==> config.mk <==
export PLATFORM = sky130hd
export DESIGN_NAME = port_rd_frontend
export DESIGN_NICKNAME = d
export VERILOG_FILES = /design/src/hw/switch_pkg.sv /design/src/hw/port_rd_frontend.sv
export SDC_FILE = /design/constraint.sdc
export NUM_CORES = 1
export LEC_CHECK = 0
export ABC_AREA = 1
export BUFFER_PORTS_ARGS = -buffer_cell sky130_fd_sc_hd__buf_2
export CAP_MARGIN = 40
export CORE_MARGIN = 5
export CORE_UTILIZATION = 40
export CTS_CLUSTER_SIZE = 14
export DETAILED_ROUTE_END_ITERATION = 8
export HOLD_SLACK_MARGIN = 0.03
export PLACE_DENSITY = 0.88
export SLEW_MARGIN = 0
export SYNTH_ARGS = -nofsm -noshare
export SYNTH_HDL_FRONTEND = slang
export SYNTH_SLANG_ARGS = --single-unit
==> constraint.sdc <==
create_clock -name clk -period 3.8 [get_ports clk]
set_input_delay 1.14 -clock clk [delete_from_list [all_inputs] [get_ports clk]]
set_output_delay 1.14 -clock clk [all_outputs]
set_load 0.05 [all_outputs]
==> src/hw/switch_pkg.sv <==
package switch_pkg;

    // ----------------------------------------------------------------------
    // switch dimensions
    // ----------------------------------------------------------------------
    localparam int N_PORTS     = 4;
    localparam int N_PAGES     = 8;
    localparam int PAGE_WORDS  = 8;
    localparam int N_PRIORS    = 4;
    localparam int QUEUE_DEPTH = 32;
    localparam int JOIN_DEPTH  = 32;

    typedef logic [15:0] word_t;
    typedef logic [1:0]  port_idx_t;
    typedef logic [1:0]  prior_t;
    typedef logic [2:0]  page_t;
    typedef logic [2:0]  offset_t;
    typedef logic [3:0]  len_t;
    typedef logic [3:0]  count_t;

    // ----------------------------------------------------------------------
    // bundles passed between blocks
    // ----------------------------------------------------------------------
    // where a stored packet lives and where it goes
    typedef struct packed {
        port_idx_t bank;
        page_t     page;
        port_idx_t dest;
        prior_t    prior;
        len_t      len;
    } pkt_desc_t;

    // one word written into a bank
    typedef struct packed {
        logic    vld;
        logic    first;
        offset_t offset;
        word_t   data;
    } wr_word_t;

    // read request from an output port to one bank
    typedef struct packed {
        logic  vld;
        page_t page;
        len_t  len;
    } rd_req_t;

    // bank read stream, seen by every output port
    typedef struct packed {
        logic      vld;
        port_idx_t port;
        word_t     data;
        logic      last;
    } bank_rd_t;

endpackage

==> src/hw/port_rd_frontend.sv <==
`timescale 1ns/100ps

module port_rd_frontend import switch_pkg::*; (
    input  logic                   clk,
    input  logic                   rst_n,
    input  logic                   ready,
    input  pkt_desc_t              head,
    input  logic                   head_vld,
    output logic                   pop,
    output rd_req_t [N_PORTS-1:0]  rd_req,
    input  bank_rd_t [N_PORTS-1:0] bank_rd,
    input  port_idx_t              port_id,
    output logic                   rd_sop,
    output logic                   rd_eop,
    output logic                   rd_vld,
    output word_t                  rd_data
);

    typedef enum logic [1:0] {
        S_IDLE,
        S_REQ,
        S_STREAM
    } state_t;

    state_t    state;
    port_idx_t cur_bank;
    page_t     cur_page;
    len_t      cur_len;
    bank_rd_t  src;
    logic      hit;

    // ready only matters when a new packet would start
    assign pop = (state == S_IDLE) && ready && head_vld;
    assign src = bank_rd[cur_bank];
    assign hit = (state != S_IDLE) && src.vld && (src.port == port_id);

    always_comb begin
        for (int b = 0; b < N_PORTS; b++) begin
            rd_req[b].vld  = (state == S_REQ) && (cur_bank == port_idx_t'(b));
            rd_req[b].page = cur_page;
            rd_req[b].len  = cur_len;
        end
    end

    always_ff @(posedge clk) begin
        if (!rst_n) begin
            state  <= S_IDLE;
            rd_sop <= 1'b0;
            rd_eop <= 1'b0;
            rd_vld <= 1'b0;
        end else begin
            rd_vld <= hit;
            rd_sop <= hit && (state == S_REQ);
            rd_eop <= hit && src.last;
            case (state)
                S_IDLE: begin
                    if (pop)
                        state <= S_REQ;
                end
                // first word of the grant ends the request
                S_REQ: begin
                    if (hit)
                        state <= src.last ? S_IDLE : S_STREAM;
                end
                S_STREAM: begin
                    if (hit && src.last)
                        state <= S_IDLE;
                end
                default: state <= S_IDLE;
            endcase
        end
    end

    always_ff @(posedge clk) begin
        if (pop) begin
            cur_bank <= head.bank;
            cur_page <= head.page;
            cur_len  <= head.len;
        end
        if (hit)
            rd_data <= src.data;
    end

    a_burst_gapless: assert property (@(posedge clk) disable iff (!rst_n)
        rd_vld && !rd_eop |=> rd_vld);

endmodule

# ---- Word level (Yosys, flattened, before mapping)
# Index checks and enable logic that the tools add are counted.
dict set report totals {
  register_bits 30
  inputBits 99
  out_inout_bits 52
  elab_cells 39
}
dict set report classes {
  magnitude_cmp 1
  n_eq_ne 9
  mux 7
  n_reduce_logical 14
}
# operator n
set op_table {}
lappend op_table {{20-bit binary-select mux with 2-bit select} 1}
lappend op_table {{20-bit 2-to-1 mux} 1}
lappend op_table {{1-bit logical AND} 10}
lappend op_table {{2-bit 2-to-1 mux} 4}
lappend op_table {{2-bit equality test, second input constant} 3}
lappend op_table {{2-bit != test, second input constant} 3}
lappend op_table {{2-bit one-hot mux with 3 select lines} 1}
lappend op_table {{2-bit by 1-bit equality test with 1-bit output, second input constant} 2}
lappend op_table {{2-bit zero test} 2}
lappend op_table {{2-bit by 3-bit less-than comparator with 1-bit output, second input constant} 1}
lappend op_table {{3-bit AND reduction} 1}
lappend op_table {{2-bit equality test} 1}
lappend op_table {{2-bit nonzero test} 1}

# ---- Longest topological paths before layout
# Gate-level depths: netlist of run 1.
dict set report logic_depth {
  depth_word 7
  mapped_depth 12
  ltp_nobuf 12
}

# ---- Least setup slack after synthesis of run 1
# Ideal clock, no wire load.
dict set report synth_timing {
  path_type {input to output}
  startpoint {input port ready}
  endpoint {output port pop}
  arrival_time_ps 2905
  t_required_ps 2660
  path_slack_ps -245
  stages 2
  path_buffers 0
  path_cell_list {inv_1 > nor3_1}
}
dict set report synth_between {
  elab_chain_len 2
}
# element line_no
set synth_lines {}
lappend synth_lines {{from (decl)} port_rd_frontend.sv:6} ;# input logic ready,
lappend synth_lines {{1-bit logical AND (2 in series)} port_rd_frontend.sv:33} ;# assign pop = (state == S_IDLE) && ready && head_vld;
lappend synth_lines {{to (decl)} port_rd_frontend.sv:9} ;# output logic pop,
# Every way passes these cells.

# ---- Final worst setup path of run 1
# Ends and elaborated chain as after synthesis.

==> flow_metrics.tcl, run 1 <==
set metrics [dict create \
    start_util 0.4174 \
    hold_path.class "reg -> reg" \
    ys_seq_area_frac 0.5060 \
    worstSetupEndpointType "primary output" \
    grt_first_pass_wirelength_um 7507 \
    num_antenna_cells 0 \
    htreeDepth 2 \
    syn_inst 192 \
    rows 23 \
    postRouteAntennaNets 0 \
    grt_pass1_vias 1675 \
    status "completed" \
    max_slew.worst_pin.slew_ps 787.9 \
    drt-total-wl_um 5347 \
    finalCritPeriodShare 0.7622 \
    io_pins 151 \
    routedWlPerCell_um 14.45 \
    yosys_register_bits 30 \
    root_buffer "clkbuf_8" \
    drt-vias-per-instance 4.830 \
    post_cts_buffers 0 \
    fill_cells 354 \
    port_buffers 146 \
    whs_ps 570.2 \
    rsz0062_at_grt "false" \
    fin_cells 370 \
    firstDrtPassIters 4 \
    yosys.cell_types.count 19 \
    switching_share 0.2637 \
    layout-drive-gt1-share 0.5125 \
    route.detailed.drc 0 \
    nNetsFinal 418 \
    crit_fanout 2 \
    drv_cap 0 \
    max-vdd-ir-drop_mv 0.2046 \
    synth_top_area_frac 0.4464 \
    p_int_mw 0.6948 \
    synth.avg_cell_area_um2 8.758 \
    power.leakage_nw 1.263 \
    whs_path_depth 3 \
    setup_ws_ps 903.6 \
    cts.clk_slew.worst_paths_ps 60 \
    yosysWarnings 0 \
    clk_path_buf_depth 2 \
    synth_fp_nets 291 \
    synth.cell_area_mm2 0.001682 \
    slew_headroom 0.4742 \
    grt_max_degree 18 \
    syn2layout_area_growth_pct 44.20 \
    switchingPower_mw 0.2489 \
    num_vias 1787 \
    timing.fmax_mhz 345.3 \
    clock_sinks 30 \
    tns_ps 0 \
    required_ps 2660 \
    hold_viol_final 0 \
    hpwl_um 4186 \
    synth_area_leaders "edfxtp_1, nand2_1, a22oi_1" \
    drt_iter0_markers 66 \
    hold_buffers 0 \
    yosys.area.top_type "edfxtp_1" \
    die_h_um 74.84 \
    post-route-min-period_ps 2896 \
    gr-total-overflow 0 \
    power_frac_seq 0.398 \
    cts_made_buffers 5 \
    die_x_um 74.84 \
    dieArea_mm2 0.005601 \
    critPathKind "in -> out" \
    dp.cells 362 \
    skew_ps 4.460 \
    grt_usage 0.1819 \
    cts_resized 0 \
    cts_tree "done" \
    gp_congestion 0.7617 \
    start_kind "input port" \
    power.density_mw_per_mm2 389.2 \
    antenna_found_initial 0 \
    comb_power_share 0.203 \
    slew_viol_final 0 \
    core-area_mm2 0.004029 \
    arrival_ps 1760 \
    worstSkewPairLatency_ps 280 \
    setup_viol 0 \
    p_clk_frac 0.399 \
    ff2ff_path_depth 10 \
    pre_cts_slack_ps 904.2 \
]
==> layout make-up <==
cell class / instances / area (um2) / share of cell area
inverters: 14 / 52.55 / 0.02167
clock buffers: 5 / 68.82 / 0.02838
well taps: 50 / 62.56 / 0.02580
clock inverters: 3 / 63.81 / 0.02632
multi-input cells: 121 / 588.1 / 0.2425
flip-flops and latches: 30 / 850.8 / 0.3509
repair buffers: 147 / 738.2 / 0.3044
==> power groups by stage <==
stage,registers (mW),clock network (mW),logic (mW)
final,0.375,0.377,0.192
after floorplan,0.402,0,0.110
after global routing,0.376,0.403,0.207
after global placement,0.381,0,0.188
after CTS,0.375,0.382,0.193
after detailed placement,0.382,0,0.192
==> flip-flops by register name, summed over array words and instances, names as in the netlist <==
register / flops
cur_bank: 2
cur_len: 4
cur_page: 3
rd_data: 16
rd_eop: 1
rd_sop: 1
rd_vld: 1
state: 2
==> synth_stat cells (all sizes together) <==
master	n
nor2	12
dfxtp	5
edfxtp	25
a22oi	23
nand3	10
nand4	1
clkinv	1
a21oi	5
nand2	66
clkbuf	1
inv	13
nor3	4
buf	26
==> logic make-up (layout without fill, tap and decap cells) <==
family | Yosys count | in the layout | share of synthesized area
buffers and inverters | 41 | 169 | 0.1473
DFF | 30 | 30 | 0.5060
and+or+nand+nor | 93 | 93 | 0.2269
AOI/OAI and AO/OA | 28 | 28 | 0.1198
==> layout by cell type (no fill, tap or decap) <==
| cell | n |
|---|---|
| buf_2 | 146 |
| nand2_1 | 65 |
| edfxtp_1 | 25 |
| a22oi_1 | 23 |
| nand3_1 | 10 |
| inv_1 | 10 |
| nor2_1 | 8 |
| clkbuf_8 | 5 |
| dfxtp_1 | 5 |
| nor2_2 | 4 |
| a21oi_1 | 4 |
| inv_2 | 3 |
| nor3_1 | 3 |
| clkinv_1 | 2 |
| bufinv_16 | 2 |
| nand4_1 | 1 |
| nor3_2 | 1 |
| nand2_2 | 1 |
| a21oi_2 | 1 |
| buf_4 | 1 |
==> layer usage <==
layer | share of wire | vias to the layer above | GRT usage
li1 | - | 884 | -
met1 | 0.34 | 797 | 0.1879
met2 | 0.54 | 99 | 0.3443
met3 | 0.099 | 7 | 0.05474
met4 | 0.016 | 0 | 0.06324
met5 | 0 | - | 0
==> metrics by stage <==
step	total power, mW	utilization	cell area (um2)
final	0.9437	0.6019	2425
after CTS	0.9497	0.6019	2425
after global routing	0.9862	0.6019	2425
after floorplan	0.5116	-	1687
after global placement	0.5691	0.5689	2292
after detailed placement	0.5745	0.5689	2292
==> worst paths after layout <==
| path | from | end | slack, ps |
|---|---|---|---|
| max | ready | pop | 900 |
| max reg2reg | cur_bank[0]$_DFFE_PP_ | rd_data[9]$_DFFE_PP_ | 1660 |
| min reg2reg | state[0]$_SDFFE_PN0P_ | state[1]$_SDFFE_PN0P_ | 570 |
| min | state[0]$_SDFFE_PN0P_ | state[1]$_SDFFE_PN0P_ | 570 |
==> worst max-delay path, cell delays in order <==
cell and delay [ps]:
buf_2 80, inv_1 40, nor3_2 200, buf_2 290
Note: power is estimated with default switching activity, not from simulation.
==> inputs of run 2 (changes only) <==
- CORE_UTILIZATION: 40 -> 37
- PLACE_DENSITY: 0.88 -> 0.83
- clock period: 3.8 -> 2.95 ns (I/O delays scaled with it)
==> flow_metrics.tcl, run 2 (same netlist as run 1, synthesis figures left out) <==
set metrics [dict create \
    status "completed" \
    clk_path_buf_depth 2 \
    grt_first_pass_wirelength_um 7507 \
    crit_fanout 2 \
    tns_ps 0 \
    htreeDepth 2 \
    port_buffers 146 \
    start_util 0.3836 \
    final_util 0.5459 \
    cts_resized 0 \
    gr-total-overflow 0 \
    slew_headroom 0.4368 \
    finalCritPeriodShare 0.7968 \
    post_cts_buffers 0 \
    r2r_end "state[1]$_SDFFE_PN0P_" \
    start_kind "input port" \
    regMostFlops "rd_data" \
    drv_cap 0 \
    num_vias 1729 \
    antenna_found_initial 0 \
    rsz0062_at_grt "false" \
    die_h_um 77.42 \
    grt_usage 0.1581 \
    core-area_mm2 0.004384 \
    dieArea_mm2 0.005993 \
    layout-drive-gt1-share 0.5140 \
    power.density_mw_per_mm2 443.7 \
    cts_made_buffers 5 \
    drt-vias-per-instance 4.635 \
    postRouteAntennaNets 0 \
    route.detailed.drc 0 \
    largestRegisters "rd_data (16), cur_len (4), cur_page (3)" \
    root_buffer "clkbuf_8" \
    critPathKind "in -> out" \
    syn2layout_area_growth_pct 42.34 \
    io_pins 151 \
    slew_viol_final 0 \
    gp_congestion 0.7904 \
    max-vdd-ir-drop_mv 0.2224 \
    nNetsFinal 419 \
    cts.clk_slew.worst_paths_ps 70 \
    skew_ps 5.985 \
    max_stage_delay_ps 290 \
    crit_chain "buf_2, inv_1, nor3_2, buf_2" \
    ff2ff_path_depth 8 \
    final_common_cell "buf_2" \
    cts_tree "done" \
    largest_reg_flops 16 \
    die_x_um 77.42 \
    setup_viol 0 \
    clock_sinks 30 \
    hold_path.class "reg -> reg" \
    post-route-min-period_ps 2350 \
    holdPathEnd "state[1]$_SDFFE_PN0P_" \
    firstDrtPassIters 4 \
    hold_path_startpoint "state[0]$_SDFFE_PN0P_" \
    required_ps 2070 \
    r2r_slack_ps 950 \
    hold_viol_final 0 \
    max_slew.worst_pin.slew_ps 843.9 \
    drt-total-wl_um 5006 \
    grt_pass1_vias 1611 \
    power.leakage_nw 1.251 \
    rows 24 \
    reg2reg_from "cur_bank[0]$_DFFE_PP_" \
    whs_path_depth 3 \
    num_antenna_cells 0 \
    grt_max_degree 18 \
    worstSkewPairLatency_ps 280 \
    path_common_cell "buf_2" \
    arrival_ps 1470 \
    crit_slowest_cell "buf_2" \
    drt_iter0_markers 65 \
    hpwl_um 3994 \
    mostFrequentLayoutCells "buf_2, nand2_1, edfxtp_1" \
    timing.fmax_mhz 425.5 \
    worstSetupEndpointType "primary output" \
    hold_buffers 0 \
    routedWlPerCell_um 13.42 \
]
==> run 2: cell types whose count changed in the layout (fill, tap and decap cells not counted), sizes merged <==
cell,before,now
bufinv,2,0
buf,147,148
clkbuf,5,7
==> run 2: how the worst max path moves through the flow <==
stage                           from        end  slack (ps)  cells after the start
5_1_grt        state[0]$_SDFFE_PN0P_  rd_req[7]         450                      5
6_report                       ready        pop         600                      4
4_1_cts                        ready        pop         600                      4
3_3_place_gp                   ready        pop         610                      4
2_1_floorplan                  ready        pop         120                      2
3_5_place_dp                   ready        pop         600                      4
==> run 2: layout make-up <==
cell class,instances,area (um2)
fillers,411,1991
flip-flops and latches,30,850.8
repair buffers,148,745.7
multi-input cells,121,588.1
clock buffers,7,86.33
well taps,52,65.06
inverters,14,52.55
clock inverters,1,5.005
==> run 2: per-stage QoR <==
step / power (mW) / setup slack [ps] / hold slack, ps / instances / area [um2]
2_1_floorplan: 0.6591 / 116.0 / 518.7 / 192 / 1687
3_3_place_gp: 0.7335 / 609.2 / 536.6 / 365 / 2302
3_5_place_dp: 0.7388 / 598.9 / 544.9 / 365 / 2302
4_1_cts: 1.078 / 598.3 / 555.8 / 373 / 2394
5_1_grt: 1.121 / 453.9 / 619.8 / 373 / 2394
6_report: 1.062 / 599.6 / 552.5 / 373 / 2394
==> run 2: worst max-delay path: cells and delay by family <==
family | cells | cell delay (ps)
buf+inv | 3 | 390
simple gates | 1 | 180
==> run 2: power by group <==
part | switching (mW) | internal [mW] | leakage (nW)
Clock | 0.147 | 0.188 | 0.0482
Combinational | 0.158 | 0.0865 | 0.933
Sequential | 0.00804 | 0.475 | 0.269
==> run 2: layer usage <==
layer / vias up / wire length [um] / global-route usage
met4: 0 / 110 / 0.06873
met5: - / 0 / 0
met2: 72 / 2615 / 0.2803
met1: 764 / 1858 / 0.1686
met3: 10 / 421 / 0.05556
li1: 883 / - / -
==> inputs of run 3 (changes only) <==
- clock period: 2.95 -> 2.3 ns (I/O delays scaled with it)
==> flow_metrics.tcl, run 3 (same netlist as run 1, synthesis figures left out) <==
set metrics [dict create \
    grt_pass1_vias 1714 \
    post-route-min-period_ps 2099 \
    port_buffers 146 \
    hold_buffers 0 \
    power.leakage_nw 1.255 \
    layout-drive-gt1-share 0.5108 \
    grt_first_pass_wirelength_um 7921 \
    grt_usage 0.1651 \
    switching_share 0.2988 \
    hold_path.class "reg -> reg" \
    slew_viol_final 0 \
    drt-total-wl_um 5228 \
    setup_ws_ps 200.7 \
    max-vdd-ir-drop_mv 0.2571 \
    endpoint "rd_req[31]" \
    grt_max_degree 18 \
    pre_cts_slack_ps 328.1 \
    critPathKind "reg -> out" \
    gp_congestion 0.7874 \
    largestRegisters "rd_data (16), cur_len (4), cur_page (3)" \
    fill_cells 414 \
    post_cts_buffers 0 \
    drt-vias-per-instance 4.739 \
    arrival_ps 1410 \
    reg2reg_from "cur_bank[0]$_DFFE_PP_" \
    postRouteAntennaNets 0 \
    finalCritPeriodShare 0.9128 \
    start_kind "register" \
    switchingPower_mw 0.3974 \
    final_common_cell "buf_2" \
    cts_made_buffers 5 \
    crit_slowest_cell "edfxtp_1" \
    power.density_mw_per_mm2 553.3 \
    startpoint "cur_bank[0]$_DFFE_PP_" \
    setup_viol 0 \
    worstSetupEndpointType "primary output" \
    final_util 0.5482 \
    required_ps 1610 \
    r2r_end "rd_data[8]$_DFFE_PP_" \
    die_x_um 77.42 \
    crit_fanout 13 \
    slew_headroom 0.6471 \
    largest_reg_flops 16 \
    p_int_mw 0.9325 \
    comb_power_share 0.240 \
    routedWlPerCell_um 13.94 \
    start_util 0.3836 \
    max_slew.worst_pin.slew_ps 526.0 \
    regMostFlops "rd_data" \
    hold_viol_final 0 \
    clk_path_buf_depth 2 \
    hpwl_um 4242 \
    rsz0062_at_grt "false" \
    clock_sinks 30 \
    num_antenna_cells 0 \
    p_clk_frac 0.294 \
    max_stage_delay_ps 600 \
    rows 24 \
    htreeDepth 2 \
    status "completed" \
    die_h_um 77.42 \
    drv_cap 0 \
    root_buffer "clkbuf_8" \
    mostFrequentLayoutCells "buf_2, nand2_1, edfxtp_1" \
    firstDrtPassIters 4 \
    cts_tree "done" \
    r2r_slack_ps 400 \
    nNetsFinal 421 \
    antenna_found_initial 0 \
    gr-total-overflow 0 \
    skew_ps 3.448 \
    ff2ff_path_depth 11 \
    syn2layout_area_growth_pct 42.93 \
    multiInputGateArea_um2 594.3 \
    route.detailed.drc 0 \
    cts.clk_slew.worst_paths_ps 60 \
    timing.fmax_mhz 476.3 \
    num_vias 1777 \
    dieArea_mm2 0.005993 \
    core-area_mm2 0.004384 \
    power_frac_seq 0.466 \
    regArea_um2 850.8 \
    cts_resized 0 \
    worstSkewPairLatency_ps 270 \
    crit_chain "nand2_1, nor2_1, buf_2" \
    drt_iter0_markers 67 \
    io_pins 151 \
]
run 3: final cells by class:
type	count	share of cell area
sequential	30	0.3540
timing repair buffer	150	0.3165
multi-input combinational	121	0.2473
clock buffer	7	0.03175
tap	52	0.02707
inverter	14	0.02186
clock inverter	1	0.001562
run 3: power groups by stage:
stage | registers [mW] | logic [mW] | clock network, mW
3_5_place_dp | 0.632 | 0.322 | 0
4_1_cts | 0.620 | 0.322 | 0.403
5_1_grt | 0.622 | 0.346 | 0.430
6_report | 0.620 | 0.320 | 0.390
2_1_floorplan | 0.663 | 0.184 | 0
3_3_place_gp | 0.630 | 0.314 | 0
run 3: layer usage:
metal  GRT usage  share of wire  vias to the layer above
li1            -              -                      889
met1      0.1745           0.35                      803
met2      0.3005           0.55                       75
met3     0.04745          0.080                       10
met4     0.07560          0.022                        0
met5           0              0                        -
run 3: critical path, delay by kind of cell, from the launching register on:
family                 cells  cell delay, ps
buffers and inverters      1             280
flip-flops                 1             600
AND/OR/NAND/NOR            2             260
run 3: worst min-delay path by stage:
stage,endpoint,depth (start not counted),start
after floorplan,state[1]$_SDFFE_PN0P_,3,state[0]$_SDFFE_PN0P_
after global placement,state[1]$_SDFFE_PN0P_,3,state[0]$_SDFFE_PN0P_
after detailed placement,state[1]$_SDFFE_PN0P_,4,state[1]$_SDFFE_PN0P_
after CTS,state[1]$_SDFFE_PN0P_,4,state[1]$_SDFFE_PN0P_
after global routing,cur_len[1]$_DFFE_PP_,1,head[1]
final,state[1]$_SDFFE_PN0P_,4,state[1]$_SDFFE_PN0P_
run 3: per-stage QoR:
step	instance area, um2	hold slack [ps]	setup TNS [ps]	total power, mW	std cells
after floorplan	1693	518.7	-143.6	0.8470	192
after global placement	2323	537.9	0	0.9444	367
after detailed placement	2323	556.0	0	0.9530	367
after CTS	2404	566.2	0	1.346	375
after global routing	2404	574.6	0	1.398	375
final	2404	563.0	0	1.330	375
